**config.mk**
```make
export PLATFORM = sky130hd
export DESIGN_NAME = vga_timing
export DESIGN_NICKNAME = d
export VERILOG_FILES = /design/src/vga_pkg.sv /design/src/vga_timing.sv
export SDC_FILE = /design/constraint.sdc
export NUM_CORES = 1
export LEC_CHECK = 0
export ABC_AREA = 1
export BUFFER_PORTS_ARGS = -buffer_cell sky130_fd_sc_hd__buf_2
export CAP_MARGIN = 20
export CELL_PAD_IN_SITES_DETAIL_PLACEMENT = 0
export CELL_PAD_IN_SITES_GLOBAL_PLACEMENT = 1
export CORE_MARGIN = 2
export CORE_UTILIZATION = 43
export CTS_BUF_LIST = sky130_fd_sc_hd__clkbuf_8
export DETAILED_ROUTE_END_ITERATION = 8
export PLACE_DENSITY = 0.82
export SLEW_MARGIN = 20
export SYNTH_ARGS = -nofsm -noshare
export SYNTH_HDL_FRONTEND = slang
export SYNTH_SLANG_ARGS = --single-unit
```
**constraint.sdc**
```tcl
create_clock -name clk -period 2.31 [get_ports clk]
set_clock_uncertainty 0.2 [all_clocks]
set_input_delay 0.1155 -clock clk [delete_from_list [all_inputs] [get_ports clk]]
set_output_delay 0.1155 -clock clk [all_outputs]
set_load 0.1 [all_outputs]
```
**src/vga_pkg.sv**
```systemverilog
// Shared types and constants for the VGA display pipeline and the sprite ROM path
// Referenced by scoped names from every design module
`default_nettype none

package vga_pkg;

    // 4 bits per channel with red in the top nibble
    typedef logic [11:0] rgb_t;

    typedef logic [12:0] rom_addr_t;

    typedef enum logic {
        REQ_DOG = 1'b0,
        REQ_CAT = 1'b1
    } requester_e;

    // Pixel bus passed from stage to stage
    typedef struct packed {
        logic [10:0] hcount;
        logic [10:0] vcount;
        logic        hsync;
        logic        vsync;
        logic        hblnk;
        logic        vblnk;
        rgb_t        rgb;
    } vga_bus_t;

    typedef struct packed {
        rom_addr_t  addr;
        requester_e id;
    } rom_req_t;

    // Column travels with the data so the drawer needs no reorder logic
    typedef struct packed {
        rgb_t       pixel;
        requester_e id;
        logic [4:0] col;
    } rom_rsp_t;

    localparam rgb_t SKY_RGB         = 12'h6AF;
    localparam rgb_t GROUND_RGB      = 12'h462;
    localparam rgb_t TRANSPARENT_RGB = 12'hF0F;

    localparam int SPRITE_W    = 32;
    localparam int SPRITE_H    = 32;
    localparam int GROUND_ROWS = 16;

    // Reset value of the bus with inactive syncs and blanking set
    localparam vga_bus_t VGA_IDLE = '{
        hcount: '0,
        vcount: '0,
        hsync:  1'b1,
        vsync:  1'b1,
        hblnk:  1'b1,
        vblnk:  1'b1,
        rgb:    '0
    };

endpackage

`default_nettype wire

```
**src/vga_timing.sv**
```systemverilog
// Pixel and line counters with blanking and sync for one video mode
// Mode numbers come from the top level; output is fully registered
`timescale 1ns/1ps
`default_nettype none

module vga_timing #(
    parameter int H_ACTIVE = 1024,
    parameter int H_FP     = 24,
    parameter int H_SYNC   = 136,
    parameter int H_BP     = 160,
    parameter int V_ACTIVE = 768,
    parameter int V_FP     = 3,
    parameter int V_SYNC   = 6,
    parameter int V_BP     = 29
) (
    input  logic              clk,
    input  logic              arst_n,
    output vga_pkg::vga_bus_t vga_out
);

    localparam int H_TOTAL  = H_ACTIVE + H_FP + H_SYNC + H_BP;
    localparam int V_TOTAL  = V_ACTIVE + V_FP + V_SYNC + V_BP;
    localparam int HS_START = H_ACTIVE + H_FP;
    localparam int VS_START = V_ACTIVE + V_FP;

    logic [10:0] h_cnt;
    logic [10:0] v_cnt;

    always_ff @(posedge clk or negedge arst_n) begin
        if (!arst_n) begin
            h_cnt <= '0;
            v_cnt <= '0;
        end else if (h_cnt == 11'(H_TOTAL - 1)) begin
            h_cnt <= '0;
            if (v_cnt == 11'(V_TOTAL - 1)) begin
                v_cnt <= '0;
            end else begin
                v_cnt <= v_cnt + 1'b1;
            end
        end else begin
            h_cnt <= h_cnt + 1'b1;
        end
    end

    // Syncs are active low
    always_ff @(posedge clk or negedge arst_n) begin
        if (!arst_n) begin
            vga_out <= vga_pkg::VGA_IDLE;
        end else begin
            vga_out.hcount <= h_cnt;
            vga_out.vcount <= v_cnt;
            vga_out.hblnk  <= (h_cnt >= 11'(H_ACTIVE));
            vga_out.vblnk  <= (v_cnt >= 11'(V_ACTIVE));
            vga_out.hsync  <= !((h_cnt >= 11'(HS_START)) && (h_cnt < 11'(HS_START + H_SYNC)));
            vga_out.vsync  <= !((v_cnt >= 11'(VS_START)) && (v_cnt < 11'(VS_START + V_SYNC)));
            vga_out.rgb    <= '0;
        end
    end

endmodule

`default_nettype wire

```
* Word level (Yosys, flattened, before mapping)
Index checks and enable logic that the tools add are counted.
** Storage, ports and cells
- Flip-flop bits (word level) :: 48
- Output and inout bits :: 38
- Word-level logic and storage cells :: 24
** Operators by class
- Add/subtract/negate cells :: 2
- Magnitude comparators :: 6
- Eq/ne operators :: 2
- Muxes and demuxes :: 2
- Reductions and logical operators :: 4
** Operator list (number)
- 11-bit by 1-bit adder with 11-bit output, second input constant :: 2
- 11-bit by 10-bit greater-or-equal comparator with 1-bit output, second input constant :: 2
- 11-bit greater-or-equal comparator, second input constant :: 2
- 11-bit 2-to-1 mux :: 2
- 11-bit by 10-bit equality test with 1-bit output, second input constant :: 1
- 11-bit equality test, second input constant :: 1
- 11-bit by 10-bit < comparator with 1-bit output, second input constant :: 1
- 11-bit < comparator, second input constant :: 1
- 1-bit logical AND :: 2
- 1-bit logical NOT :: 2

* Logic depth before layout (Yosys ltp)
- Depth after elaboration :: 3
- Depth in mapped cells :: 8

* Worst setup path before layout
OpenSTA, ideal clock, no wires.
- Path kind :: register -> register
- Start point :: reg h_cnt[0]
- End point :: reg v_cnt[9]
- Library setup time :: 0.115 ns
- Data arrival time :: 1.291 ns
- Slack :: 0.703 ns
- Cell stages (with the launch flop) :: 9
- Clock period less this slack :: 1.607 ns
- Cell sequence :: dfrtp_1 ha_1 nand2_1 nor2_1 nand2_1 nor2_1 nand3_1 nand2_1 nor2_1
** Between the ends
- Word-level cells in the longest chain between the ends :: 1
** Ends and longest elaborated chain
- start, declared :: RTL line vga_timing.sv:26 : logic [10:0] h_cnt;
- start signal, assigned :: RTL line vga_timing.sv:41 : h_cnt <= h_cnt + 1'b1;
- 11-bit equality test :: RTL line vga_timing.sv:33 : end else if (h_cnt == 11'(H_TOTAL - 1)) begin
- end signal, assigned :: RTL line vga_timing.sv:38 : v_cnt <= v_cnt + 1'b1;
- end, declared :: RTL line vga_timing.sv:27 : logic [10:0] v_cnt;
No other way between the ends.
A chain may end at the register's enable or synchronous reset.

* Final worst setup path
Same ends and word-level chain as after synthesis.

==> flow_summary.ini <==
[critical_path]
crit_start = h_cnt[0]
timing.rr.start = h_cnt[0]
cp-endpoint = v_cnt[9]
critPathKind = reg -> reg
crit_arrival_ns = 1.91
worstSetupEndpointType = register
setup.worst_path.start_class = register
worstRegToRegCells = 8
critPathRequiredTime_ns = 2.30
crit_fanout = 6
r2r-end = v_cnt[9]
reg2reg_slack_ns = 0.39

[pwr]
vdd_drop_max_uv = 264
p_per_area_nw_per_um2 = 588
total_power_mw = 1.39
p_sw_mw = 0.348
combPwrFrac = 0.075
p_leak_nw = 1.24
p_int_mw = 1.05
pwr-share-seq = 0.602
swShare = 0.250
clock_power_share = 0.322

[synth]
syn_area_sq_um = 2110
netlist_instances = 229
yosys_warnings = 0
postSynth.asyncResetShare = 1.00
synthDistinctLibCells = 24
synth-edff-count = 0
yosys-top-cells-area = dfrtp_1 52%, nand2_1 7.3%, nor2_1 5.9%
syn_area_per_cell_sq_um = 9.22
synth_top_area_share = 0.521
yosysMostFrequentCell = dfrtp_1
synth.largest_area_cell = dfrtp_1
synth_common_cells = 44 x dfrtp_1, 41 x nand2_1, 33 x nor2_1
ys_seq_elements = 48
synth_ff_type = dfrtp_1
synth_seq_area_share = 0.571

[floorplanning]
io-pin-count = 40
die_area_sq_um = 5490
die_h_um = 74.1
coreArea_sq_um = 4720
die_width_um = 74.1
initial_utilization = 0.447
fp-row-count = 25

[final_layout]
area_growth_pct = 12.3
layout-drive-gt1-share = 0.165
nets = 267
final_cells = 327
antenna_cells = 0

[placed_design]
globalplace.congestion = 0.776
hpwl_um = 2560
io_buffer_count = 27
place_ws_ns = 0.377
post-place-cells = 319

[clock_network]
htreeDepth = 2
clockBufferDepth = 2
clk_latency_ns = 0.29
cts_sinks = 48
clkTransAtPathRegs_ns = 0.08
cts_made_buffers = 5
cts_root_buffer = clkbuf_8
cts_tree = done

[global_route]
grt_overflow_total = 0
grt_usage = 0.142
antenna_found_initial = 0
grt_pass1_wl_um = 5890
grt_pass1_vias = 1326
grt_max_degree = 49

[timing]
tns_ns = 0
hold_violations = 0
fin_ws_ns = 0.392
fin_crit_sh = 0.830
max_freq_mhz = 521
finalCriticalPeriod_ns = 1.92
slew_viol_final = 0
finalSetupViolCount = 0
grt_setup_unrepaired = false

[status]
outcome = complete, no violations

[min_path]
hold_path_class = in -> async

[route]
drt_first_iter_violations = 70
wl_um = 3430
wl_per_cell_um = 10.5
drtAntennaViolNets = 0
first_pass_iters = 4
drc_errors = 0
viasPerCell = 4.49
via_count = 1468

[job]
maxCapViolCount = 0
-- sequential cells by signal, indices dropped and copies added, names as in the netlist --
signal and cells:
h_cnt 11, v_cnt 11, vga_out 26
-- layer usage --
| layer | up-vias | GRT usage | routed length (um) |
|---|---|---|---|
| met5 | - | 0 | 0 |
| met4 | 0 | 0.0606 | 73 |
| met1 | 666 | 0.200 | 1650 |
| met2 | 43 | 0.213 | 1510 |
| li1 | 753 | - | - |
| met3 | 6 | 0.0325 | 197 |
-- layout make-up --
class / count / area (sq um)
inverter: 31 / 119
clock inverter: 2 / 8.76
sequential: 48 / 1210
fill: 454 / 2350
clock buffer: 5 / 68.8
timing repair buffer: 29 / 165
multi-input combinational: 145 / 719
tap: 67 / 83.8
-- placed cells by master, fill, tap and decap left out --
cell           instances
o2111ai_1              1
nand2_1               41
inv_4                  1
conb_1                12
clkinv_2               1
nor2_1                33
nand3_4                1
ha_1                   5
o21ai_1                2
o21ai_0               10
clkbuf_8               5
nor3_4                 1
xor2_1                 6
nand3b_1               1
dfrtp_1               44
o21ai_2                2
nand3_1               21
nand4_1                2
a21oi_1                3
inv_1                 31
dlygate4sd3_1          1
dfstp_2                4
buf_2                 27
nor3_1                 3
buf_12                 1
nor4_1                 1
-- how the worst min path moves through the flow --
stage	slack (ns)	endpoint	startpoint	cells past startpoint
3_5_place_dp	-0.08	vga_out[34]	arst_n	2
3_3_place_gp	-0.09	vga_out[34]	arst_n	2
2_1_floorplan	-0.38	h_cnt[0]	arst_n	0
6_report	0.14	vga_out[34]	arst_n	3
5_1_grt	0.16	h_cnt[4]	arst_n	3
4_1_cts	0.13	vga_out[34]	arst_n	3
-- logic make-up after synthesis --
family / count (synthesis) / share of synthesized area
simple gates: 104 / 0.217
flops: 48 / 0.571
buf+inv: 47 / 0.108
compound gates: 18 / 0.0480
xor+xnor: 6 / 0.0249
fa+ha+maj: 5 / 0.0296
other cells: 1 / 0.00178
-- worst max-delay path, stage by stage (launching register included) --
cell and delay (ns):
dfrtp_1 0.41, ha_1 0.27, nand2_1 0.08, nor2_1 0.10, nand2_1 0.11, nor2_1 0.38
nand3_1 0.12, nand2_1 0.10, nor2_1 0.05
-- metrics by stage --
stage | hold WS, ns | utilization | area (sq um)
2_1_floorplan | -0.380 | - | 2150
3_3_place_gp | -0.0864 | 0.483 | 2280
3_5_place_dp | -0.0847 | 0.483 | 2280
4_1_cts | 0.134 | 0.502 | 2370
5_1_grt | 0.163 | 0.502 | 2370
6_report | 0.137 | 0.502 | 2370
-- power by group through the flow --
| stage | combinational, mW | sequential [mW] | clock (mW) |
|---|---|---|---|
| floorplan | 0.100 | 0.856 | 0 |
| global placement | 0.105 | 0.856 | 0 |
| detailed placement | 0.105 | 0.856 | 0 |
| CTS | 0.107 | 0.840 | 0.476 |
| global route | 0.111 | 0.840 | 0.506 |
| finish | 0.105 | 0.840 | 0.449 |
-- timing repair --
item / 4_1_cts / 5_1_grt
resized for setup: 0 / 0
setup endpoints to repair: 0 / 0
hold buffers: 1 / 0
buffers inserted: 0 / 0
hold endpoints to repair: 48 / 0
Power figures use the tool's default switching activity.
