## config.mk

```make
export PLATFORM = sky130hd
export DESIGN_NAME = sprite_rom_arbiter
export DESIGN_NICKNAME = d
export VERILOG_FILES = /design/src/vga_pkg.sv /design/src/sprite_rom_arbiter.sv
export SDC_FILE = /design/constraint.sdc
export NUM_CORES = 1
export LEC_CHECK = 0
export BUFFER_PORTS_ARGS = -buffer_cell sky130_fd_sc_hd__clkbuf_2
export CAP_MARGIN = 40
export CELL_PAD_IN_SITES_DETAIL_PLACEMENT = 0
export CELL_PAD_IN_SITES_GLOBAL_PLACEMENT = 2
export CORE_ASPECT_RATIO = 0.7
export CORE_MARGIN = 2
export CORE_UTILIZATION = 10
export CTS_CLUSTER_SIZE = 24
export DETAILED_ROUTE_END_ITERATION = 7
export MAX_ROUTING_LAYER = met4
export PLACE_DENSITY = 0.84
export RECOVER_POWER = 100
export SYNTH_ARGS = -nofsm -noshare
export SYNTH_HDL_FRONTEND = slang
export SYNTH_SLANG_ARGS = --single-unit
```

## constraint.sdc

```tcl
create_clock -name clk -period 1.5 [get_ports clk]
set_input_delay 0.3 -clock clk [delete_from_list [all_inputs] [get_ports clk]]
set_output_delay 0.3 -clock clk [all_outputs]
set_load 0.1 [all_outputs]
```

## src/vga_pkg.sv

```systemverilog
// Shared types and constants for the VGA display pipeline and the sprite ROM path
// Referenced by scoped names from every design module
`default_nettype none

package vga_pkg;

    // 4 bits per channel with red in the top nibble
    typedef logic [11:0] rgb_t;

    typedef logic [12:0] rom_addr_t;

    typedef enum logic {
        REQ_DOG = 1'b0,
        REQ_CAT = 1'b1
    } requester_e;

    // Pixel bus passed from stage to stage
    typedef struct packed {
        logic [10:0] hcount;
        logic [10:0] vcount;
        logic        hsync;
        logic        vsync;
        logic        hblnk;
        logic        vblnk;
        rgb_t        rgb;
    } vga_bus_t;

    typedef struct packed {
        rom_addr_t  addr;
        requester_e id;
    } rom_req_t;

    // Column travels with the data so the drawer needs no reorder logic
    typedef struct packed {
        rgb_t       pixel;
        requester_e id;
        logic [4:0] col;
    } rom_rsp_t;

    localparam rgb_t SKY_RGB         = 12'h6AF;
    localparam rgb_t GROUND_RGB      = 12'h462;
    localparam rgb_t TRANSPARENT_RGB = 12'hF0F;

    localparam int SPRITE_W    = 32;
    localparam int SPRITE_H    = 32;
    localparam int GROUND_ROWS = 16;

    // Reset value of the bus with inactive syncs and blanking set
    localparam vga_bus_t VGA_IDLE = '{
        hcount: '0,
        vcount: '0,
        hsync:  1'b1,
        vsync:  1'b1,
        hblnk:  1'b1,
        vblnk:  1'b1,
        rgb:    '0
    };

endpackage

`default_nettype wire

```

## src/sprite_rom_arbiter.sv

```systemverilog
// Round-robin sharing of the sprite ROM between the dog and cat drawers
// Responses return to the requester named in their id
`timescale 1ns/1ps
`default_nettype none

module sprite_rom_arbiter (
    input  logic              clk,
    input  logic              arst_n,

    input  vga_pkg::rom_req_t dog_req,
    input  logic              dog_req_valid,
    output logic              dog_req_ready,

    input  vga_pkg::rom_req_t cat_req,
    input  logic              cat_req_valid,
    output logic              cat_req_ready,

    output vga_pkg::rom_req_t rom_req,
    output logic              rom_req_valid,

    input  vga_pkg::rom_rsp_t rom_rsp,
    input  logic              rom_rsp_valid,

    output vga_pkg::rom_rsp_t dog_rsp,
    output logic              dog_rsp_valid,
    output vga_pkg::rom_rsp_t cat_rsp,
    output logic              cat_rsp_valid
);

    vga_pkg::requester_e last_grant;
    logic                grant_cat;

    // On a tie the side that lost last time wins
    always_comb begin
        if (dog_req_valid && cat_req_valid) begin
            grant_cat = (last_grant == vga_pkg::REQ_DOG);
        end else begin
            grant_cat = cat_req_valid;
        end
    end

    // ROM takes a request every cycle
    assign dog_req_ready = dog_req_valid && !grant_cat;
    assign cat_req_ready = cat_req_valid && grant_cat;
    assign rom_req       = grant_cat ? cat_req : dog_req;
    assign rom_req_valid = dog_req_valid || cat_req_valid;

    always_ff @(posedge clk or negedge arst_n) begin
        if (!arst_n) begin
            last_grant <= vga_pkg::REQ_CAT;
        end else if (rom_req_valid) begin
            last_grant <= grant_cat ? vga_pkg::REQ_CAT : vga_pkg::REQ_DOG;
        end
    end

    // Data goes to both drawers and only the valid is steered
    assign dog_rsp       = rom_rsp;
    assign cat_rsp       = rom_rsp;
    assign dog_rsp_valid = rom_rsp_valid && (rom_rsp.id == vga_pkg::REQ_DOG);
    assign cat_rsp_valid = rom_rsp_valid && (rom_rsp.id == vga_pkg::REQ_CAT);

    a_one_grant: assert property (
        @(posedge clk) disable iff (!arst_n) !(dog_req_ready && cat_req_ready)
    );

    // A requester held off in one cycle is served in the next
    a_no_starve_dog: assert property (
        @(posedge clk) disable iff (!arst_n)
        dog_req_valid && !dog_req_ready |=> !dog_req_valid || dog_req_ready
    );

    a_no_starve_cat: assert property (
        @(posedge clk) disable iff (!arst_n)
        cat_req_valid && !cat_req_ready |=> !cat_req_valid || cat_req_ready
    );

endmodule

`default_nettype wire

```

Word level (Yosys, flattened, before mapping). Cells that the tools add are included.

Flip-flop bits (word level): 1. Bits in latches: 0. Memory bits (writable): 0. Bits in read-only memories: 0. Input port bits: 51. Output and inout bits: 55. Word-level logic and storage cells: 13. Memories: 0.

$add $sub $neg: 0. Multiply operators: 0. Divide/modulo/power cells: 0. $lt $le $gt $ge: 0. Equality and inequality tests: 0. Shifts and indexed selects: 0. Multiplexer cells: 3. Bitwise gates (word level): 2. Reduce and logical (&&, ||, !) cells: 7.

Operators by type and width (number): $mux 14 (1); $logic_and 1x1->1 (5); $mux 1 (2); $not 1->1 (2); $logic_not 1->1 (1); $logic_or 1x1->1 (1).

Longest topological paths before layout.
Depth after elaboration: 4. Mapped depth: 3. Depth with buffers taken out: 2.

Worst setup path before layout. OpenSTA, ideal clock, no wires.

Path type: flip-flop to output port. From: register last_grant. To: output port dog_req_ready. Data arrival time: 2.760 ns. Required time: 1.200 ns. Slack: -1.560 ns. Cell stages (with the launch flop): 3. Buffers on the path: 0. Path through: dfstp_2 > inv_1 > a21boi_0.

Word-level cells in the longest chain between the ends: 4.

RTL lines: from (decl) (line sprite_rom_arbiter.sv:30) `vga_pkg::requester_e last_grant;`; from (signal assigned) (line sprite_rom_arbiter.sv:50) `last_grant <= vga_pkg::REQ_CAT;`; from (signal assigned) (line sprite_rom_arbiter.sv:52) `last_grant <= grant_cat ? vga_pkg::REQ_CAT : vga_pkg::REQ_DOG;`; $not 1->1 (line sprite_rom_arbiter.sv:36) `grant_cat = (last_grant == vga_pkg::REQ_DOG);`; $mux 1 (line sprite_rom_arbiter.sv:35) `if (dog_req_valid && cat_req_valid) begin`; $logic_not 1->1 (line sprite_rom_arbiter.sv:43) `assign dog_req_ready = dog_req_valid && !grant_cat;`; $logic_and 1x1->1 (line sprite_rom_arbiter.sv:43); to (decl) (line sprite_rom_arbiter.sv:12) `output logic dog_req_ready,`.

Every way passes these cells.

==> impl_metrics.toml <==
[floorplan]
die_width_um = 93.89
die_height_um = 66.92
dieArea_mm2 = 0.006283
rows = 22
pin_count = 106
initial_core_util = 0.1059
core_mm2 = 0.005340

[synth]
synth-simple-area-share = 0.03982
synth_compound_area_frac = 0.05531
synth_edf_count = 0
ys.warnings.count = 0
ys_types = 13
synth.top_cells.by_area = "buf_4 48%, mux2_4 24%, mux2_2 10%"
ys_ff_latch = 1
synthMuxAreaShare = 0.3385
yosys.area.top_type = "buf_4"
synth_nets = 111
synth_top_area_share = 0.4779
yosysMostFrequentCell = "buf_4"
ys.flop_type = "dfstp_2"
synthXorXnorAreaFrac = 0
synth_area_um2 = 565.5
synth-adder-area-share = 0
syn_inst = 60
synth_commonest_cells = "36 x buf_4, 9 x mux2_4, 5 x mux2_2"
synth_top_family_by_area = "buffers and inverters"
postSynthAreaPerCell_um2 = 9.426
yosysSeqAreaShare = 0.04646
async_flop_share = 1.000

[placement]
dp.cells = 154
io_buffer_count = 54
dp_hpwl_mm = 1.182
gp_congestion = 0.5650

[routing]
via_count = 414
wl_per_cell_um = 8.552
drt-initial-drc-count = 8
route.detailed.drc = 0
ant_nets = 0
first_pass_iters = 2
vias_per_cell = 2.688
drt_wl_total_mm = 1.317

[worst_setup_path]
cp-end-kind = "primary output"
worstPathArrival_ns = 1.25
cpLargestDelayFamily = "buffers and inverters"
cpMaxStageDelayCell = "mux2_4"
r2r_end = "last_grant$_DFFE_PN1P_"
crit_top_cell = "buf_12"
reg2reg_slack_ns = 0.63
crit_type = "input port to primary output"
reg2reg_depth = 3
cpPeakStageDelay_ns = 0.33
cp_max_fo = 15
crit_buf_inv = 3
critPathRequiredTime_ns = 1.20
cp-start-kind = "input port"
cp_cell_sequence = "buf_8, a21boi_4, buf_12, mux2_4, buf_12"
r2r-start = "last_grant$_DFFE_PN1P_"

[timing]
setup_viol = 14
rsz0062_at_grt = "true"
skew_ns = 0
hold_viol = 0
layout_setup_ws_ns = -0.04950
min_period_ns = 1.550
final.period_utilization = 1.033
tightest_slew_ns = 0.5535
slew_headroom = 0.6326
max_freq_mhz = 645.4
slew_violations = 0

[power]
vdd_drop_max_mv = 0.1071
power.leakage_nw = 0.4870
total_power_w = 0.0007610
p_per_area_mw_per_mm2 = 795.0

[clocking]
path_clk_slew_ns = 0
holdBufCountCts = 0
clkLatencyLatePin_ns = 0

[global_route]
grt-ovfl-total = 0
grt_max_degree = 16
antenna_found_initial = 0
grtUsageTotal = 0.03404
grt_pass1_wl_mm = 1.780
grt_pass1_vias = 382

[cells_and_area]
drive_gt1_frac = 0.9512
biggestRegsByFlops = "last_grant x1"
largest_reg_flops = 1
finalNonFillerCells = 154
syn2layout_area_growth_pct = 69.25
nets = 135
diodes = 0
top_register = "last_grant"

[run]
cap_violations = 0

[outcome]
violations = "setup timing"
status = "finished, violations left"

[hold_path]
min_path_type = "input port to asynchronous set/reset pin"
where the power goes:
| group | total, W | internal (W) | leakage [nW] | switching [W] |
|---|---|---|---|---|
| Sequential | 0.0000386 | 0.0000346 | 0.0105 | 0.00000407 |
| Clock | 0 | 0 | 0 | 0 |
| Combinational | 0.000722 | 0.000275 | 0.476 | 0.000447 |
stage by stage:
stage | area (µm²) | worst slack, ns | hold slack, ns | TNS (ns) | util
2_1_floorplan | 590.6 | -0.2889 | 0.1522 | -1.678 | -
3_3_place_gp | 1026 | -0.07671 | 0.2331 | -1.031 | 0.1921
3_5_place_dp | 1026 | -0.08193 | 0.2352 | -1.073 | 0.1921
4_1_cts | 1035 | -0.07971 | 0.2352 | -1.048 | 0.1938
5_1_grt | 957.2 | -0.08059 | 0.2405 | -1.045 | 0.1792
6_report | 957.2 | -0.04950 | 0.2337 | -0.6071 | 0.1792
worst max-delay path by stage:
stage | slack, ns | depth (start not counted) | endpoint | from
after global placement | -0.08 | 5 | rom_req[6] | dog_req_valid
after global routing | -0.08 | 5 | rom_req[13] | dog_req_valid
after floorplan | -0.29 | 2 | dog_req_ready | last_grant$_DFFE_PN1P_
after detailed placement | -0.08 | 5 | rom_req[13] | dog_req_valid
after CTS | -0.08 | 5 | rom_req[13] | dog_req_valid
final | -0.05 | 5 | rom_req[13] | dog_req_valid
cell usage in the layout, fill, tap and decap left out:
master	instances
nor2b_2	1
a21oi_1	1
buf_4	6
buf_12	16
a21boi_4	1
buf_6	1
or2_2	1
mux2_4	14
inv_1	1
clkbuf_2	35
buf_8	1
nor2_1	1
a21boi_2	1
and2_1	1
dfstp_2	1
worst reg2reg max path: stages (launching register included):
cell,delay [ns]
dfstp_2,0.53
buf_4,0.12
nor2_1,0.04
a21oi_1,0.11
final cells by class:
class | count | area (µm²)
Fill cell | 587 | 4383
Sequential cell | 1 | 26.28
Tap cell | 72 | 90.09
Multi-Input combinational cell | 21 | 270.3
Inverter | 1 | 3.754
Timing Repair Buffer | 59 | 566.8
kinds of logic after synthesis:
family / after synthesis
AOI/OAI and AO/OA: 3
DFF: 1
and+or+nand+nor: 4
buffers and inverters: 38
muxes: 14
metal layers:
| metal | up-vias | global-route usage | part of all wire |
|---|---|---|---|
| li1 | 204 | - | - |
| met3 | 0 | 0.01244 | 0.12 |
| met4 | 0 | 0.003623 | 0 |
| met5 | - | - | 0 |
| met1 | 187 | 0.03805 | 0.35 |
| met2 | 23 | 0.06071 | 0.52 |
what timing repair did:
item,in CTS,in global routing
buffers inserted,0,0
pin swaps,0,0
setup endpoints to repair,14,14
gates resized for setup,1,2
No activity file was read; power rests on OpenSTA's default activity.
