### src/vga_pkg.sv
// Shared types and constants for the VGA display pipeline and the sprite ROM path
// Referenced by scoped names from every design module
`default_nettype none

package vga_pkg;

    // 4 bits per channel with red in the top nibble
    typedef logic [11:0] rgb_t;

    typedef logic [12:0] rom_addr_t;

    typedef enum logic {
        REQ_DOG = 1'b0,
        REQ_CAT = 1'b1
    } requester_e;

    // Pixel bus passed from stage to stage
    typedef struct packed {
        logic [10:0] hcount;
        logic [10:0] vcount;
        logic        hsync;
        logic        vsync;
        logic        hblnk;
        logic        vblnk;
        rgb_t        rgb;
    } vga_bus_t;

    typedef struct packed {
        rom_addr_t  addr;
        requester_e id;
    } rom_req_t;

    // Column travels with the data so the drawer needs no reorder logic
    typedef struct packed {
        rgb_t       pixel;
        requester_e id;
        logic [4:0] col;
    } rom_rsp_t;

    localparam rgb_t SKY_RGB         = 12'h6AF;
    localparam rgb_t GROUND_RGB      = 12'h462;
    localparam rgb_t TRANSPARENT_RGB = 12'hF0F;

    localparam int SPRITE_W    = 32;
    localparam int SPRITE_H    = 32;
    localparam int GROUND_ROWS = 16;

    // Reset value of the bus with inactive syncs and blanking set
    localparam vga_bus_t VGA_IDLE = '{
        hcount: '0,
        vcount: '0,
        hsync:  1'b1,
        vsync:  1'b1,
        hblnk:  1'b1,
        vblnk:  1'b1,
        rgb:    '0
    };

endpackage

`default_nettype wire

### src/draw_bg.sv
// Background stage: sky above a ground strip, black in blanking
`timescale 1ns/1ps
`default_nettype none

module draw_bg #(
    parameter int V_ACTIVE = 768
) (
    input  logic              clk,
    input  logic              arst_n,
    input  vga_pkg::vga_bus_t vga_in,
    output vga_pkg::vga_bus_t vga_out
);

    // First line of the ground strip
    localparam logic [10:0] GROUND_TOP = 11'(V_ACTIVE - vga_pkg::GROUND_ROWS);

    vga_pkg::rgb_t bg_rgb;

    always_comb begin
        if (vga_in.hblnk || vga_in.vblnk) begin
            bg_rgb = '0;
        end else if (vga_in.vcount >= GROUND_TOP) begin
            bg_rgb = vga_pkg::GROUND_RGB;
        end else begin
            bg_rgb = vga_pkg::SKY_RGB;
        end
    end

    always_ff @(posedge clk or negedge arst_n) begin
        if (!arst_n) begin
            vga_out <= vga_pkg::VGA_IDLE;
        end else begin
            vga_out     <= vga_in;
            vga_out.rgb <= bg_rgb;
        end
    end

endmodule

`default_nettype wire

### config.mk
export PLATFORM = sky130hd
export DESIGN_NAME = draw_bg
export DESIGN_NICKNAME = d
export VERILOG_FILES = /design/src/vga_pkg.sv /design/src/draw_bg.sv
export SDC_FILE = /design/constraint.sdc
export NUM_CORES = 1
export LEC_CHECK = 0
export BUFFER_PORTS_ARGS = -buffer_cell sky130_fd_sc_hd__buf_2
export CORE_MARGIN = 2
export CORE_UTILIZATION = 35
export DETAILED_ROUTE_END_ITERATION = 7
export GPL_ROUTABILITY_DRIVEN = 0
export HOLD_SLACK_MARGIN = 0.15
export MAX_ROUTING_LAYER = met4
export PLACE_DENSITY = 0.76
export SYNTH_ARGS = -nofsm -noshare
export SYNTH_HDL_FRONTEND = slang
export SYNTH_SLANG_ARGS = --single-unit
export TNS_END_PERCENT = 100
### constraint.sdc
create_clock -name clk -period 0.9 [get_ports clk]
set_clock_uncertainty 0.1 [all_clocks]
set_input_delay 0.045 -clock clk [delete_from_list [all_inputs] [get_ports clk]]
set_output_delay 0.045 -clock clk [all_outputs]
set_load 0.01 [all_outputs]
* Yosys cells after proc, flatten, opt, wreduce, memory -nomap -nowiden
Cells that the tools add are included.
** Cells by class
- $lt $le $gt $ge :: 1
- Mux-type cells :: 2
- Reduce and logical (&&, ||, !) cells :: 1
** Operator list (count)
- $mux 12 :: 1
- $ge 11x10->1 const B :: 1
- $mux 10 :: 1
- $logic_or 1x1->1 :: 1
** Word-level totals
- Register bits after elaboration :: 38
- Output and inout port bits :: 38
- Word-level logic and storage cells :: 11

* Logic depth before layout (Yosys ltp)
Gate-level depths: netlist (run 1).
- Word-level depth :: 3
- Gate-level depth with buffers :: 2

* Worst setup path before layout (run 1)
OpenSTA, ideal clock, no wires.
- Path type :: reg2out
- Start :: register, netlist name vga_out[9]
- End :: output port vga_out[2] (netlist bit)
- Data arrival time :: 0.580 ns
- Required time :: 0.755 ns
- Setup slack :: 0.175 ns
- Stages on the path, launching flop included :: 2
- Buffers on the path :: 1
- Cells stage by stage :: dfrtp_1 -> buf_4
** RTL lines
- end: declaration :: RTL line draw_bg.sv:11 : output vga_pkg::vga_bus_t vga_out

* Final worst setup path (run 1)
- Start :: input port vga_in[26] (netlist bit)
- End :: register vga_out[6] (netlist bit)
** Between the ends
- Cells in the longest elaborated chain, start to end :: 3
** Ends and longest elaborated chain
- start: declaration :: RTL line draw_bg.sv:10 : input vga_pkg::vga_bus_t vga_in,
- $ge 11x10->1 :: RTL line draw_bg.sv:22 : end else if (vga_in.vcount >= GROUND_TOP) begin
- $mux 10 :: RTL line draw_bg.sv:22
- $mux 12 :: RTL line draw_bg.sv:20 : if (vga_in.hblnk || vga_in.vblnk) begin
- named net bg_rgb[6] :: RTL line draw_bg.sv:17 : vga_pkg::rgb_t bg_rgb;
- end signal: assignment :: RTL line draw_bg.sv:31 : vga_out <= vga_pkg::VGA_IDLE;
- end signal: assignment :: RTL line draw_bg.sv:33 : vga_out <= vga_in;
The timed path passes the listed nets, and every way through them passes these cells.

==> results.py, run 1 <==
metrics = {
    "status": {
        "status": "complete, but fails checks",
        "violations": "hold timing, setup timing",
    },
    "worst_setup_path": {
        "critical_path_class": "input port to flop",
        "crit_path_start": "vga_in[26]",
        "worstSetupStartpointType": "input port",
        "critPathMaxFanout": 4,
        "required_ns": 1.01,
        "arrival_ns": 1.20,
        "cp-end-kind": "flop",
    },
    "synth": {
        "syn_area_per_cell_um2": 18.5,
        "ys_ff_latch": 29,
        "syn_inst": 46,
        "yosys-top-cells-count": "dfrtp_1 (25), buf_4 (9), dfstp_2 (4), nor2_1 (3)",
        "yosys-top-cells-area": "dfrtp_1 (74%), dfstp_2 (12%), buf_4 (8.0%)",
        "yosys_warnings": 0,
        "synth-main-ff-cell": "dfrtp_1",
        "synth_area_um2": 850,
        "synth_edf_count": 0,
        "synth_top_area_share_pct": 73.6,
        "async_flop_share_pct": 100,
        "yosysMostFrequentCell": "dfrtp_1",
        "yosysSeqAreaShare_pct": 86.0,
        "yosysTopAreaCell": "dfrtp_1",
        "synth_cell_types": 9,
    },
    "clock_tree": {
        "htreeDepth": 2,
        "path_clk_slew_ns": 0.08,
        "cts_buffer_depth": 2,
        "cts_tree": "done",
        "clock-root-buffer": "clkbuf_4",
        "cts_sinks": 29,
        "cts_buffers": 5,
    },
    "grt": {
        "track_usage_pct": 17.6,
        "grtUsageMet2_pct": 31.5,
        "met3_usage_pct": 4.52,
        "antenna_found_initial": 0,
        "grt_pass1_wl_mm": 3.09,
        "grt_max_degree": 30,
        "busiest_layer": "met2",
        "grt_overflow": 0,
        "grt_pass1_vias": 692,
        "grtUsageMet1_pct": 15.8,
    },
    "drt": {
        "drc": 0,
        "vias": 672,
        "routedWlPerCell_um": 13.3,
        "drt-pass1-iter-count": 4,
        "via_per_inst": 4.17,
        "ant_nets": 0,
        "drtIter0Drc": 7,
        "postRouteWirelength_mm": 2.14,
    },
    "sta": {
        "min_period_ns": 1.09,
        "rsz0062_at_grt": "true",
        "setup_viol": 37,
        "final_max_slew_viol_count": 0,
        "postLayoutSetupSlackWorst_ns": -0.194,
        "holdWs_ns": -0.256,
        "fmax_ghz": 0.914,
        "finalHoldViolCount": 6,
        "fin_crit_sh_pct": 122,
    },
    "die": {
        "num_rows": 17,
        "initial_core_util_pct": 37.7,
        "die_h_um": 53.3,
        "core_um2": 2250,
        "ios": 78,
        "die_w_um": 53.3,
        "dieArea_um2": 2840,
    },
    "finish": {
        "area_delta_synth_final_pct": 78.2,
        "regMostFlops": "vga_out",
        "drive_gt1_share_pct": 56.4,
        "multi_input_area_um2": 73.8,
        "n_antenna_cell": 0,
        "largestRegisters": "vga_out (29)",
        "regArea_um2": 731,
        "design_area_um2": 1510,
        "largest_reg_flops": 29,
        "fillers": 174,
        "layoutNonFillerInstCount": 161,
        "nets": 172,
    },
    "worst_hold_path": {
        "hp-class": "input port to flop",
        "hp-start": "vga_in[23]",
    },
    "job": {
        "drv_cap": 0,
    },
    "placed_design": {
        "placed_area_um2": 1150,
        "port_buffers": 62,
        "dp.cells": 130,
        "dp_hpwl_mm": 1.28,
    },
    "pwr": {
        "powerDensity_nw_per_um2": 1680,
        "finalPower_mw": 2.54,
        "leakage_nw": 0.780,
        "irDropWorstVdd_mv": 1.06,
    },
}
layout make-up:
type | instances | area share (%)
Clock buffer | 8 | 3.88
Multi-Input combinational cell | 10 | 4.88
Sequential cell | 29 | 48.3
Tap cell | 28 | 2.31
Timing Repair Buffer | 86 | 40.7
cells in the final DEF (no fill, tap or decap):
master	synthesis	routed
buf_2	0	53
dfrtp_1	25	25
clkbuf_4	0	5
conb_1	1	3
clkbuf_1	0	2
buf_4	9	1
dfstp_2	4	4
clkbuf_8	0	1
nor4_4	0	1
nand4_1	1	1
buf_12	0	1
nor2_1	3	3
dlymetal6s4s_1	0	1
a22o_1	1	1
a2111oi_2	1	1
buf_6	0	8
dlygate4sd3_1	0	22
final timing paths:
path	to	cells after the start	slack, ns
max	vga_out[6]	4	-0.19
min	vga_out[23]	1	-0.26
max in group asynchronous	vga_out[15]	3	0.34
min in group asynchronous	vga_out[37]	3	0.13
stage by stage:
step	setup TNS (ns)	hold slack, ns	utilization [%]	worst slack (ns)
final	-3.40	-0.256	67.1	-0.194
after global routing	-4.82	-0.261	67.1	-0.238
after CTS	-3.95	0.0861	67.2	-0.212
after detailed placement	0	-0.0951	51.2	0.0653
after global placement	0	-0.102	51.2	0.0811
after floorplan	0	-0.351	-	0.175
power by group:
group / internal, mW / switching [mW] / leakage [nW]
registers: 1.37 / 0.0227 / 0.338
clock network: 0.385 / 0.403 / 0.0326
logic: 0.197 / 0.156 / 0.409
cells by family (layout without fill, tap and decap cells):
| family | Yosys count | count (layout) | share of synthesized area (%) |
|---|---|---|---|
| AOI/OAI and AO/OA | 2 | 2 | 2.80 |
| other | 1 | 3 | 0.441 |
| buffers and inverters | 9 | 94 | 7.95 |
| and+or+nand+nor | 5 | 5 | 2.80 |
| DFF | 29 | 29 | 86.0 |
critical path, stage by stage:
cell and delay [ns]:
buf_2 0.08, dlygate4sd3_1 0.68, nor2_1 0.09, a2111oi_2 0.30
per-layer routing:
| layer | wire length [um] | share of wire [%] |
|---|---|---|
| met5 | 0 | 0 |
| met4 | 53 | 2.5 |
| met3 | 119 | 5.6 |
| met2 | 1260 | 59 |
| met1 | 709 | 33 |
timing repair:
item | CTS | global route
hold buffers | 27 | 3
gates resized for setup | 5 | 6
pin swaps | 0 | 4
hold endpoints to repair | 58 | 36
buffers inserted | 0 | 1
setup endpoints to repair | 35 | 37
No activity file was read; power rests on OpenSTA's default activity.
==> run 2, diff against run 1 <==
--- a/config.mk
+++ b/config.mk
@@ -8,8 +8,8 @@
 export BUFFER_PORTS_ARGS = -buffer_cell sky130_fd_sc_hd__buf_2
 export CORE_MARGIN = 2
 export CORE_UTILIZATION = 35
+export CTS_BUF_LIST = sky130_fd_sc_hd__clkbuf_4 sky130_fd_sc_hd__clkbuf_8 sky130_fd_sc_hd__clkbuf_16
 export DETAILED_ROUTE_END_ITERATION = 7
-export GPL_ROUTABILITY_DRIVEN = 0
 export HOLD_SLACK_MARGIN = 0.15
 export MAX_ROUTING_LAYER = met4
 export PLACE_DENSITY = 0.76
==> results.py, run 2 (synthesized netlist as in run 1, its figures left out) <==
metrics = {
    "status": {
        "status": "complete, but fails checks",
        "violations": "hold timing, setup timing",
    },
    "placed_design": {
        "dp_hpwl_mm": 1.28,
        "port_buffers": 62,
        "gp_congestion": 0.697,
        "placed_area_um2": 1150,
        "dp.cells": 130,
    },
    "die": {
        "ios": 78,
        "initial_core_util_pct": 37.7,
        "num_rows": 17,
        "die_h_um": 53.3,
        "die_w_um": 53.3,
        "core_um2": 2250,
        "dieArea_um2": 2840,
    },
    "clock_tree": {
        "htreeDepth": 2,
        "path_clk_slew_ns": 0.08,
        "cts_sinks": 29,
        "cts_buffer_depth": 2,
        "cts_buffers": 5,
        "clock-root-buffer": "clkbuf_4",
        "cts_tree": "done",
    },
    "finish": {
        "layoutNonFillerInstCount": 164,
        "design_area_um2": 1550,
        "largest_reg_flops": 29,
        "regMostFlops": "vga_out",
        "final_cell_mix": "buf_2 (53), dlygate4sd3_1 (25), dfrtp_1 (25)",
        "largestRegisters": "vga_out (29)",
        "drive_gt1_share_pct": 56.6,
        "layout_commonest_cell": "buf_2",
        "n_antenna_cell": 0,
        "nets": 175,
        "area_delta_synth_final_pct": 82.6,
    },
    "pwr": {
        "powerDensity_nw_per_um2": 1690,
        "leakage_nw": 0.799,
        "irDropWorstVdd_mv": 1.08,
    },
    "job": {
        "drv_cap": 0,
    },
    "sta": {
        "setup_viol": 37,
        "holdWs_ns": -0.246,
        "postLayoutSetupSlackWorst_ns": -0.205,
        "final_max_slew_viol_count": 0,
        "fmax_ghz": 0.905,
        "finalHoldViolCount": 3,
        "min_period_ns": 1.10,
        "fin_crit_sh_pct": 123,
        "rsz0062_at_grt": "true",
    },
    "grt": {
        "track_usage_pct": 18.2,
        "grt_max_degree": 30,
        "grt_overflow": 0,
        "grt_pass1_vias": 706,
        "antenna_found_initial": 0,
        "grt_pass1_wl_mm": 3.22,
    },
    "worst_setup_path": {
        "required_ns": 1.01,
        "critPathMaxFanout": 2,
        "arrival_ns": 1.22,
        "crit_path_start": "vga_in[22]",
        "cp-end-kind": "flop",
        "critical_path_class": "input port to flop",
        "worstSetupStartpointType": "input port",
    },
    "worst_hold_path": {
        "hp-start": "vga_in[20]",
        "hp-class": "input port to flop",
    },
    "drt": {
        "postRouteWirelength_mm": 2.18,
        "routedWlPerCell_um": 13.3,
        "drtIter0Drc": 4,
        "vias": 676,
        "via_per_inst": 4.12,
        "drt-pass1-iter-count": 3,
        "ant_nets": 0,
        "drc": 0,
    },
}
-- run 2: cell count changes in the layout (fill, tap and decap cells not counted) --
cell | before | now
dlygate4sd3_1 | 22 | 25
clkbuf_1 | 2 | 0
clkbuf_4 | 5 | 7
-- run 2: metrics by stage --
| step | worst slack, ns | utilization, % | setup TNS (ns) | power, mW |
|---|---|---|---|---|
| global placement | 0.0811 | 51.2 | 0 | 1.66 |
| global route | -0.266 | 68.8 | -5.17 | 2.75 |
| finish | -0.205 | 68.8 | -3.56 | 2.62 |
| floorplan | 0.175 | - | 0 | 1.51 |
| CTS | -0.213 | 67.5 | -4.00 | 2.63 |
| detailed placement | 0.0653 | 51.2 | 0 | 1.67 |
-- run 2: final cells by class --
| cell class | instances | area, um2 |
|---|---|---|
| clock buffers | 8 | 66.3 |
| fillers | 174 | 703 |
| multi-input cells | 10 | 73.8 |
| flip-flops and latches | 29 | 731 |
| well taps | 28 | 35.0 |
| repair buffers | 89 | 646 |
-- run 2: power by group --
part	total [mW]	switching [mW]	internal, mW
clock network	0.857	0.412	0.445
registers	1.40	0.0227	1.37
logic	0.361	0.156	0.206
-- run 2: timing repair --
action                                 CTS  global route
gates cloned                             0             0
setup buffers                            0             1
endpoints found under the hold margin   58            36
setup endpoints to repair               35            37
resized for setup                        5             6
hold buffers                            27             6
pin swaps                                0             4
-- run 2: final timing paths --
path	to	slack, ns	depth (start not counted)
setup / recovery	vga_out[6]	-0.20	4
hold / removal	vga_out[20]	-0.25	1
max in group asynchronous	vga_out[13]	0.36	3
min in group asynchronous	vga_out[37]	0.10	3
-- run 2: worst max-delay path, cell delays in order --
cell	delay (ns)
buf_2	0.07
dlygate4sd3_1	0.56
nand4_1	0.16
a2111oi_2	0.39
-- run 2: routing by layer --
layer | vias to the layer above | track usage [%] | wire length (um) | share of wire [%]
li1 | 315 | - | - | -
met1 | 322 | 16.0 | 707 | 32
met2 | 32 | 32.5 | 1280 | 58
met3 | 7 | 7.06 | 147 | 6.7
met4 | 0 | 10.3 | 50 | 2.3
met5 | - | - | 0 | 0
