--- config.mk ---
export PLATFORM = sky130hd
export DESIGN_NAME = draw_player
export DESIGN_NICKNAME = d
export VERILOG_FILES = /design/src/vga_pkg.sv /design/src/draw_player.sv
export SDC_FILE = /design/constraint.sdc
export NUM_CORES = 1
export LEC_CHECK = 0
export BUFFER_PORTS_ARGS = -buffer_cell sky130_fd_sc_hd__buf_2
export CAP_MARGIN = 40
export CORE_ASPECT_RATIO = 0.75
export CORE_MARGIN = 10
export CORE_UTILIZATION = 50
export CTS_CLUSTER_DIAMETER = 60
export CTS_CLUSTER_SIZE = 28
export DETAILED_ROUTE_END_ITERATION = 16
export GPL_TIMING_DRIVEN = 0
export PLACE_DENSITY_LB_ADDON = 0.1
export REMOVE_ABC_BUFFERS = 1
export SYNTH_ARGS = -nofsm -noshare
export SYNTH_HDL_FRONTEND = slang
export SYNTH_SLANG_ARGS = --single-unit
export TNS_END_PERCENT = 100
--- constraint.sdc ---
create_clock -name clk -period 3.4 [get_ports clk]
set_clock_uncertainty 0.15 [all_clocks]
set_input_delay 0.34 -clock clk [delete_from_list [all_inputs] [get_ports clk]]
set_output_delay 0.34 -clock clk [all_outputs]
set_load 0.1 [all_outputs]
--- src/vga_pkg.sv ---
// Shared types and constants for the VGA display pipeline and the sprite ROM path
// Referenced by scoped names from every design module
`default_nettype none

package vga_pkg;

    // 4 bits per channel with red in the top nibble
    typedef logic [11:0] rgb_t;

    typedef logic [12:0] rom_addr_t;

    typedef enum logic {
        REQ_DOG = 1'b0,
        REQ_CAT = 1'b1
    } requester_e;

    // Pixel bus passed from stage to stage
    typedef struct packed {
        logic [10:0] hcount;
        logic [10:0] vcount;
        logic        hsync;
        logic        vsync;
        logic        hblnk;
        logic        vblnk;
        rgb_t        rgb;
    } vga_bus_t;

    typedef struct packed {
        rom_addr_t  addr;
        requester_e id;
    } rom_req_t;

    // Column travels with the data so the drawer needs no reorder logic
    typedef struct packed {
        rgb_t       pixel;
        requester_e id;
        logic [4:0] col;
    } rom_rsp_t;

    localparam rgb_t SKY_RGB         = 12'h6AF;
    localparam rgb_t GROUND_RGB      = 12'h462;
    localparam rgb_t TRANSPARENT_RGB = 12'hF0F;

    localparam int SPRITE_W    = 32;
    localparam int SPRITE_H    = 32;
    localparam int GROUND_ROWS = 16;

    // Reset value of the bus with inactive syncs and blanking set
    localparam vga_bus_t VGA_IDLE = '{
        hcount: '0,
        vcount: '0,
        hsync:  1'b1,
        vsync:  1'b1,
        hblnk:  1'b1,
        vblnk:  1'b1,
        rgb:    '0
    };

endpackage

`default_nettype wire

--- src/draw_player.sv ---
// Sprite drawer: prefetches the next line's row into a line buffer during
// horizontal blanking, then overlays opaque pixels on the passing bus
`timescale 1ns/1ps
`default_nettype none

module draw_player #(
    parameter int ROM_BASE = 0,
    parameter int V_TOTAL  = 806
) (
    input  logic              clk,
    input  logic              arst_n,
    input  logic [10:0]       x_pos,
    input  logic [10:0]       y_pos,
    input  vga_pkg::vga_bus_t vga_in,
    output vga_pkg::vga_bus_t vga_out,
    output vga_pkg::rom_req_t req,
    output logic              req_valid,
    input  logic              req_ready,
    input  vga_pkg::rom_rsp_t rsp,
    input  logic              rsp_valid
);

    localparam int COL_W = $clog2(vga_pkg::SPRITE_W);
    localparam int ROW_W = $clog2(vga_pkg::SPRITE_H);

    // Each sprite owns one slot of SPRITE_W*SPRITE_H words
    localparam vga_pkg::requester_e REQ_ID =
        vga_pkg::requester_e'(ROM_BASE / (vga_pkg::SPRITE_W * vga_pkg::SPRITE_H));

    vga_pkg::rgb_t    line_buf [vga_pkg::SPRITE_W];
    vga_pkg::rgb_t    sprite_rgb;
    logic [10:0]      next_line;
    logic [10:0]      fetch_row;
    logic [10:0]      pix_col;
    logic             hblnk_start;
    logic             row_hit;
    logic             col_hit;
    logic             line_hit;
    logic             fetch_active;
    logic [ROW_W-1:0] row_sel;
    logic [COL_W-1:0] req_col;
    logic [COL_W:0]   rsp_cnt;

    assign next_line = (vga_in.vcount == 11'(V_TOTAL - 1)) ? '0 : vga_in.vcount + 1'b1;
    assign fetch_row = next_line - y_pos;
    assign row_hit   = (next_line >= y_pos) && (fetch_row < 11'(vga_pkg::SPRITE_H));

    // vga_out still holds last cycle's hblnk
    assign hblnk_start = vga_in.hblnk && !vga_out.hblnk;

    assign req.addr = vga_pkg::rom_addr_t'(ROM_BASE) + vga_pkg::rom_addr_t'({row_sel, req_col});
    assign req.id   = REQ_ID;

    always_ff @(posedge clk or negedge arst_n) begin
        if (!arst_n) begin
            line_hit     <= 1'b0;
            fetch_active <= 1'b0;
            req_valid    <= 1'b0;
            req_col      <= '0;
            row_sel      <= '0;
            rsp_cnt      <= '0;
        end else if (hblnk_start) begin
            line_hit     <= row_hit;
            fetch_active <= row_hit;
            req_valid    <= row_hit;
            req_col      <= '0;
            row_sel      <= fetch_row[ROW_W-1:0];
            rsp_cnt      <= '0;
        end else begin
            if (req_valid && req_ready) begin
                if (req_col == COL_W'(vga_pkg::SPRITE_W - 1)) begin
                    req_valid <= 1'b0;
                end
                req_col <= req_col + 1'b1;
            end
            // Done once every column has come back
            if (rsp_valid) begin
                rsp_cnt <= rsp_cnt + 1'b1;
                if (rsp_cnt == (COL_W + 1)'(vga_pkg::SPRITE_W - 1)) begin
                    fetch_active <= 1'b0;
                end
            end
        end
    end

    always_ff @(posedge clk) begin
        if (rsp_valid) begin
            line_buf[rsp.col] <= rsp.pixel;
        end
    end

    assign pix_col    = vga_in.hcount - x_pos;
    assign col_hit    = (vga_in.hcount >= x_pos) && (pix_col < 11'(vga_pkg::SPRITE_W));
    assign sprite_rgb = line_buf[pix_col[COL_W-1:0]];

    always_ff @(posedge clk or negedge arst_n) begin
        if (!arst_n) begin
            vga_out <= vga_pkg::VGA_IDLE;
        end else begin
            vga_out <= vga_in;
            if (!vga_in.hblnk && !vga_in.vblnk && line_hit && col_hit &&
                (sprite_rgb != vga_pkg::TRANSPARENT_RGB)) begin
                vga_out.rgb <= sprite_rgb;
            end
        end
    end

    a_req_stable: assert property (
        @(posedge clk) disable iff (!arst_n)
        req_valid && !req_ready |=> req_valid && $stable(req)
    );

    // Line buffer must be complete before the first active pixel
    a_fetch_in_blank: assert property (
        @(posedge clk) disable iff (!arst_n) $fell(vga_in.hblnk) |-> !fetch_active
    );

endmodule

`default_nettype wire

### Word-level counts from Yosys, hierarchy flattened

Memories as Yosys holds them, arrays and structs flattened.
Cells that the tools add are included.

| word-level totals | value |
|---|---|
| output and inout bits | 53 |
| bits in read-only memories | 0 |
| bits in registers | 50 |
| bits of input ports | 82 |
| memories | 1 |
| bits in writable memories | 384 |
| bits in latches | 0 |

| operators by class | value |
|---|---|
| shift-type cells | 0 |
| magnitude comparators | 4 |
| div/mod/pow operators | 0 |
| bitwise logic cells | 0 |
| mux-type cells | 9 |
| add/sub/neg operators | 4 |
| eq/ne operators | 3 |
| multipliers | 0 |
| reductions and logical operators | 14 |

Memory list:

| memory | words | width | rd ports | clocked after memory_dff | write ports | line | RTL |
|---|---|---|---|---|---|---|---|
| line_buf | 32 | 12 | 1 | 0 | 1 | draw_player.sv:30 | `vga_pkg::rgb_t line_buf [vga_pkg::SPRITE_W];` |

Operators with widths:

| kind | number |
|---|---|
| 11-bit greater-or-equal comparator | 2 |
| 11-bit by 6-bit < comparator with 1-bit output (second input constant) | 2 |
| 11-bit subtractor | 2 |
| 12-bit 2-to-1 mux | 1 |
| 12-bit != test (second input constant) | 1 |
| 11-bit by 1-bit adder with 11-bit output (second input constant) | 1 |
| 11-bit by 10-bit equality test with 1-bit output (second input constant) | 1 |
| 11-bit 2-to-1 mux | 1 |
| 5-bit 2-to-1 mux | 2 |
| 1-bit logical AND | 8 |
| 5-bit by 1-bit adder with 5-bit output (second input constant) | 1 |
| 5-bit equality test (second input constant) | 1 |
| 1-bit 2-to-1 mux | 5 |
| 2-bit nonzero test | 2 |
| 1-bit zero test | 3 |
| 2-bit AND reduction | 1 |

### Logic depth before layout (Yosys ltp)

Gate-level depths: netlist (run 1).

| logic depth | value |
|---|---|
| depth after elaboration | 6 |
| gate-level depth with buffers | 17 |
| mapped depth without buffers | 17 |

### Worst setup path before layout (run 1)

Ideal clock, no wire load.

| timing | value |
|---|---|
| path kind | input to register |
| start | input vga_in[27] (netlist name) |
| end | register vga_out[10] (netlist name) |
| cell stages on the path | 14 |
| data arrival time | 3661 ps |
| data required time | 3125 ps |
| library setup time | 125 ps |
| slack | -536 ps |
| cells stage by stage | inv_1 ha_1 inv_1 fa_1 clkbuf_1 clkbuf_1 clkbuf_1 mux4_2 mux4_2 nand4b_1 mux2i_1 a41o_1 buf_6 mux2_4 |

| between the ends | value |
|---|---|
| word-level cells in the longest chain between the ends | 6 |
| elaborated cells on any way between the ends | 9 |
| those cells by class | add/sub (1); order compare (2); eq/ne (1); mux (1); reduce/logical (3); memory (1) |

RTL lines:

| what | line | RTL |
|---|---|---|
| from (decl) | draw_player.sv:14 | `input vga_pkg::vga_bus_t vga_in,` |
| branches (longest 5 deep; another with memory read 32 x 12 bit) | - |  |
| 12-bit 2-to-1 mux * | draw_player.sv:101 | `if (!vga_in.hblnk && !vga_in.vblnk && line_hit && col_hit &&` |
| to (signal assigned) | draw_player.sv:98 | `vga_out <= vga_pkg::VGA_IDLE;` |
| to (signal assigned) | draw_player.sv:100 | `vga_out <= vga_in;` |
| to (decl) | draw_player.sv:15 | `output vga_pkg::vga_bus_t vga_out,` |

Mark *: on every way between the ends.
A chain may end at the register's enable or synchronous reset.

### Worst setup path after layout (run 1)

| timing | value |
|---|---|
| start | input vga_in[27] (netlist name) |
| end | register vga_out[0] (netlist name) |

The elaborated chain is that of the path after synthesis.

==> qor.yml, run 1 <==
floorplan:
  ios: 135
  die_x_um: 238
  core_area_um2: 35000
  initial_core_util_pct: 51.0
  die_h_um: 184
  row_count: 59
  dieArea_um2: 43800
worst_setup_path:
  regToRegSetupSlack_ns: 0.45
  crit_type: "in -> reg"
  cp_max_fo: 7
  arrival_ns: 3.84
  worst_ep_required_time_ns: 3.71
  timing.critical_path.to: "vga_out[0]"
  worst_setup_path_end_kind: "flop"
  crit_path_start_kind: "input port"
  rr_worst_depth: 8
  r2r_end: "vga_out[0]"
  r2r_start: "line_buf[14][7]"
  crit_start: "vga_in[27]"
worst_hold_path:
  hold_path.class: "in -> async"
cts:
  clk_latency_ns: 0.58
  cts_buffer_depth: 3
  clk_pin_slew_ns: 0.10
  cts-root-buf: "clkbuf_16"
  cts_tree: "built"
  htreeDepth: 1
  cts_buffers: 26
  cts_sinks: 434
logic_synthesis:
  synth_area_per_cell_um2: 19.3
  synthFlopType: "edfxtp_1"
  synth_edf_count: 384
  synth-async-reset-ratio_pct: 11.5
  yosysWarnings: 0
  ys_types: 57
  synth_cells: 926
  ys_seq_area_share_pct: 71.6
  synth_area_um2: 17900
  ys_ff_latch: 434
grt:
  grt_pass1_wl_um: 63900
  antenna_found_initial: 3
  grt-ovfl-total: 0
  grt_pass1_vias: 9777
  gr-usage-all-layers_pct: 19.6
  grt_max_degree: 33
route:
  drtPass1Iterations: 5
  drt_iter0_drc: 775
  vias: 9513
  drt-vias-per-instance: 5.81
  postRouteAntennaNets: 0
  drt_wl_total_um: 42800
  drc_errors: 0
  post_drt_wl_per_cell_um: 26.1
power:
  p_per_area_nw_per_um2: 542
  peakVddDrop_mv: 0.424
  p_leak_nw: 7.58
  finalPower_mw: 11.6
sta:
  fin_ws_ns: -0.132
  fmax_mhz: 283
  finalSetupViolCount: 10
  maxSlewHeadroom_pct: 38.4
  rsz0062_at_grt: "yes"
  slew_violations: 0
  fin_setup_tns_ns: -0.581
  finalCriticalPeriod_ns: 3.53
  worst_pin_slew_ns: 0.924
  fin_crit_sh_pct: 104
  timing_hold_violations_final: 0
layout:
  syn2layout_area_growth_pct: 19.6
  fin_util_pct: 61.1
  antenna_cells_inserted: 0
  final_cell_mix: "edfxtp_1 (384), buf_2 (128), mux4_2 (116), nor2_1 (56), dfrtp_1 (46)"
  num-fill-cells: 2523
  layout_commonest_cell: "edfxtp_1"
  stdcell_count: 1638
  nNetsFinal: 1271
  drive_above_1_share_pct: 35.5
placement:
  dpl.cell_count: 1522
  post-dp-hpwl_um: 27800
  portBuffers: 129
  pre_cts_ws_ns: -1.74
  gp_congestion: 0.797
outcome:
  violations: "negative setup slack"
  status: "complete, but fails checks"
run:
  cap_violations: 0
## per-stage QoR
stage,instance area (um2),hold WS (ns)
after CTS,21300,0.0992
final,21400,0.112
after detailed placement,19400,0.166
after global routing,21400,0.156
after global placement,18900,0.297
after floorplan,17700,-0.106
## worst max-delay path: stages
cell      delay, ns
buf_8          0.10
inv_4          0.04
ha_4           0.13
inv_2          0.04
fa_4           0.82
buf_12         0.13
buf_12         0.12
buf_16         0.14
mux4_2         0.36
mux4_2         0.53
nand4b_1       0.19
mux2i_1        0.18
a41o_2         0.27
buf_12         0.13
mux2_4         0.30
## logic make-up after synthesis
kind of cell | Yosys count | share of synthesized area [%]
other | 1 | 0.0210
XOR/XNOR | 17 | 0.939
AND/OR/NAND/NOR | 156 | 4.43
adder cells (fa/ha/maj) | 28 | 2.05
multiplexers | 146 | 16.5
AO/OA/AOI/OAI | 72 | 2.61
flip-flops | 434 | 71.6
buffers and inverters | 72 | 1.86
## flip-flops by register name, summed over array words and instances, names as in the netlist
register / cells
req_col: 5
vga_out: 38
line_hit: 1
req_valid: 1
line_buf: 384
row_sel: 5
## area by class of cell
class | instances | area [um2] | area share (%)
sequential | 434 | 12800 | 59.8
multi-input combinational | 423 | 4930 | 23.1
timing repair buffer | 240 | 2010 | 9.40
clock buffer | 27 | 676 | 3.16
tap | 457 | 572 | 2.68
clock inverter | 21 | 254 | 1.19
inverter | 36 | 138 | 0.644
## layer usage
layer,up-vias,share of wire (%),track usage [%]
met1,4943,44,27.6
li1,4181,-,-
met5,-,0.028,0
met4,2,1.7,3.58
met2,334,46,30.4
met3,53,8.4,5.36
## synth_stat cells, types with 4 or more instances
| cell type | number | area [um2] |
|---|---|---|
| xor2_1 | 7 | 61.3 |
| a21oi_1 | 17 | 85.1 |
| nor3_1 | 4 | 20.0 |
| buf_2 | 8 | 40.0 |
| mux2i_1 | 7 | 70.1 |
| dfrtp_1 | 46 | 1150 |
| a21o_1 | 5 | 37.5 |
| nand3_1 | 19 | 95.1 |
| a211oi_1 | 4 | 30.0 |
| xnor2_1 | 9 | 78.8 |
| nor2_1 | 57 | 214 |
| nor2b_1 | 4 | 25.0 |
| nand2b_1 | 6 | 37.5 |
| mux2_2 | 22 | 248 |
| mux4_2 | 116 | 2610 |
| and2_1 | 5 | 31.3 |
| nand2_1 | 28 | 105 |
| clkbuf_1 | 15 | 56.3 |
| buf_4 | 12 | 90.1 |
| ha_1 | 26 | 325 |
| dfstp_2 | 4 | 105 |
| or3_1 | 4 | 25.0 |
| o21ai_0 | 20 | 100 |
| inv_1 | 36 | 135 |
| nand3b_1 | 6 | 45.0 |
| edfxtp_1 | 384 | 11500 |
| nor4bb_1 | 6 | 60.1 |
| and3_1 | 5 | 31.3 |
## report_power, final
part	leakage, nW	internal, mW	total [mW]	switching, mW
logic	3.07	0.897	2.12	1.22
clock network	0.452	1.59	3.55	1.95
registers	4.06	5.89	5.92	0.0250
## what timing repair did
action                                  CTS  global route
hold buffers                             41             0
endpoints found under the setup margin   14            14
cloned                                    5             1
gates resized for setup                  39            10
endpoints found under the hold margin    87             0
setup buffers                            21             0
pin swaps                                 5             4
## worst min-delay path by stage
stage	start	end	slack (ns)	cells after the start
after global routing	arst_n	vga_out[24]	0.16	2
after floorplan	arst_n	line_hit	-0.11	0
after global placement	vga_in[15]	vga_out[15]	0.30	1
after detailed placement	arst_n	row_sel[4]	0.17	1
final	arst_n	vga_out[24]	0.11	2
after CTS	arst_n	vga_out[24]	0.1	2
No activity file was read; power rests on OpenSTA's default activity.
==> run 2, diff against run 1 <==
--- a/config.mk
+++ b/config.mk
@@ -9,7 +9,7 @@
 export CAP_MARGIN = 40
 export CORE_ASPECT_RATIO = 0.75
 export CORE_MARGIN = 10
-export CORE_UTILIZATION = 50
+export CORE_UTILIZATION = 35
 export CTS_CLUSTER_DIAMETER = 60
 export CTS_CLUSTER_SIZE = 28
 export DETAILED_ROUTE_END_ITERATION = 16
==> constraint.sdc (replaced) <==
create_clock -name clk -period 3.4 [get_ports clk]
set_clock_uncertainty 0.15 [all_clocks]
set_input_delay 0.34 -clock clk [delete_from_list [all_inputs] [get_ports clk]]
set_output_delay 0.34 -clock clk [all_outputs]
set_load 0.005 [all_outputs]
==> run 2 against run 1 <==
The run still ends with negative setup slack left; first-iteration DRC count shrank 5.7%; largest power group unchanged; global-route usage decreased by 4.3 points; combinational power is 9% lower.
==> qor.yml, run 2 (same netlist as run 1, synthesis figures left out) <==
sta:
  finalSetupViolCount: 12  # +2
  fin_crit_sh_pct: 105  # +0.89 points
  finalCriticalPeriod_ns: 3.56  # +0.0301 ns
  worst_pin_slew_ns: 0.846  # -0.0776 ns
  fin_ws_ns: -0.162  # -0.0301 ns
  timing_hold_violations_final: 0  # unchanged
  fin_setup_tns_ns: -1.07  # -0.492 ns
  slew_violations: 0  # unchanged
  maxSlewHeadroom_pct: 43.4  # +5.0 points
  rsz0062_at_grt: "yes"
  fmax_mhz: 281  # -0.85%
cts:
  clk_latency_ns: 0.61  # +0.03 ns
  cts_sinks: 434  # unchanged
  cts-root-buf: "clkbuf_16"
  clk_pin_slew_ns: 0.09  # about the same
  cts_buffers: 30  # +15%
  cts_buffer_depth: 3  # unchanged
  cts_tree: "built"
  htreeDepth: 1  # unchanged
floorplan:
  die_h_um: 216  # +17%
  dieArea_um2: 60600  # +38%
  core_area_um2: 50300  # +44%
  initial_core_util_pct: 35.5  # -16 points
  die_x_um: 281  # +18%
  ios: 135  # unchanged
  row_count: 71  # +20%
layout:
  largest_reg_flops: 384  # unchanged
  layout_commonest_cell: "edfxtp_1"
  syn2layout_area_growth_pct: 22.6
  fin_util_pct: 43.6  # -17 points
  top_regs: "line_buf (384), vga_out (38)"
  final-seq-area_um2: 12800  # unchanged
  final_cell_mix: "edfxtp_1 (384), buf_2 (128), mux4_2 (116), nor2_1 (55), dfrtp_1 (46)"
  nNetsFinal: 1277  # +0.47%
  top_register: "line_buf"
  fin_area_um2: 21900  # +2.5%
  num-fill-cells: 4406  # +75%
  drive_above_1_share_pct: 36.2  # +0.74 points
  multiInputGateArea_um2: 4960  # +0.48%
worst_setup_path:
  arrival_ns: 3.89  # +0.05 ns
  crit_type: "in -> reg"
  worst_ep_required_time_ns: 3.73  # +0.02 ns
  worst_setup_path_end_kind: "flop"
  regToRegSetupSlack_ns: 0.44  # about the same
  cp_max_fo: 12  # +5
  crit_path_start_kind: "input port"
outcome:
  status: "complete, but fails checks"
  violations: "negative setup slack"
grt:
  grt_max_degree: 39  # +18%
  gr-usage-all-layers_pct: 15.3  # -4.3 points
  grt-ovfl-total: 0  # unchanged
  grt_pass1_wl_um: 68400  # +7.0%
  antenna_found_initial: 4  # +1
  grt_pass1_vias: 9754  # -0.24%
route:
  drt-vias-per-instance: 5.10  # -12%
  vias: 9421  # -0.97%
  drt_iter0_drc: 731  # -5.7%
  drtPass1Iterations: 6  # +1
  postRouteAntennaNets: 0  # unchanged
  drt_wl_total_um: 46800  # +9.3%
  post_drt_wl_per_cell_um: 25.3  # -3.1%
  drc_errors: 0  # unchanged
placement:
  post-dp-hpwl_um: 30400  # +9.5%
  gp_congestion: 0.746  # -6.3%
  dpl-instance-area_um2: 19700  # +1.2%
  portBuffers: 129  # unchanged
power:
  peakVddDrop_mv: 0.378  # -11%
  p_leak_nw: 7.70  # +1.5%
  p_per_area_nw_per_um2: 543  # +0.30%
run:
  cap_violations: 0  # unchanged
worst_hold_path:
  hold_path.class: "in -> async"
## run 2: cell types whose count changed in the layout (fill, tap and decap cells not counted), moves of 2 or more
| cell | change |
|---|---|
| clkbuf_16 | +4 |
| inv_12 | +4 |
| inv_8 | -4 |
| buf_16 | +3 |
| buf_4 | -3 |
| mux2_2 | -3 |
| mux2_4 | +3 |
| nand2_1 | -3 |
| a21oi_1 | -2 |
| a21oi_2 | +2 |
| bufinv_16 | +2 |
| nand2_2 | +2 |
## run 2: path summary, 6_finish.rpt
check	start	endpoint	depth (start not counted)
max	vga_in[27]	vga_out[0]	14
min	arst_n	vga_out[33]	2
max reg2reg	line_buf[7][4]	vga_out[0]	7
min reg2reg	row_sel[0]	row_sel[0]	2
max in group asynchronous	arst_n	vga_out[15]	3
min in group clk	y_pos[1]	row_sel[1]	5
## run 2: cell type report
| type | instances | area share, % |
|---|---|---|
| Sequential cell | 434 | 58.4 |
| Multi-Input combinational cell | 423 | 22.6 |
| Timing Repair Buffer | 242 | 9.57 |
| Tap cell | 657 | 3.75 |
| Clock buffer | 32 | 3.56 |
| Clock inverter | 23 | 1.49 |
| Inverter | 36 | 0.628 |
| Antenna cell | 1 | 0.0114 |
## run 2: through the flow
step	setup slack [ns]	std cells	total power, mW	hold slack, ns
finish	-0.162	1848	11.9	0.0492
global route	-0.214	1847	12.4	0.0774
CTS	-0.115	1841	12.0	0.0242
detailed placement	-2.02	1720	7.62	0.143
global placement	-6.19	1679	7.67	0.297
floorplan	-3.19	893	7.00	-0.106
## run 2: power by group
group / internal [mW] / switching (mW)
sequential: 5.89 / 0.0242
combinational: 0.936 / 0.988
clock: 1.96 / 2.10
total: 8.79 / 3.12
## run 2: worst max-delay path, cell delays in order
cell and delay [ns]:
buf_8 0.10, inv_4 0.04, ha_4 0.12, inv_2 0.03, fa_4 0.81, buf_12 0.13
buf_4 0.15, buf_16 0.17, mux4_2 0.36, mux4_2 0.55, nand4b_1 0.20, mux2i_1 0.22
a41o_4 0.33, mux2_4 0.31
## run 2: metal layers
metal  vias up  global-route usage [%]  share of wire (%)
met2       257                    22.8                 43
met5         -                       0                  0
met1      4903                    22.7                 48
met3        47                    3.48                6.6
met4         0                    2.72                1.6
li1       4214                       -                  -
## run 2: timing repair
action,4_1_cts,5_1_grt
gates cloned,7,1
setup endpoints to repair,14,14
buffers inserted,18,5
pin swaps,9,11
hold buffers,41,0
endpoints found under the hold margin,89,0
resized for setup,39,18
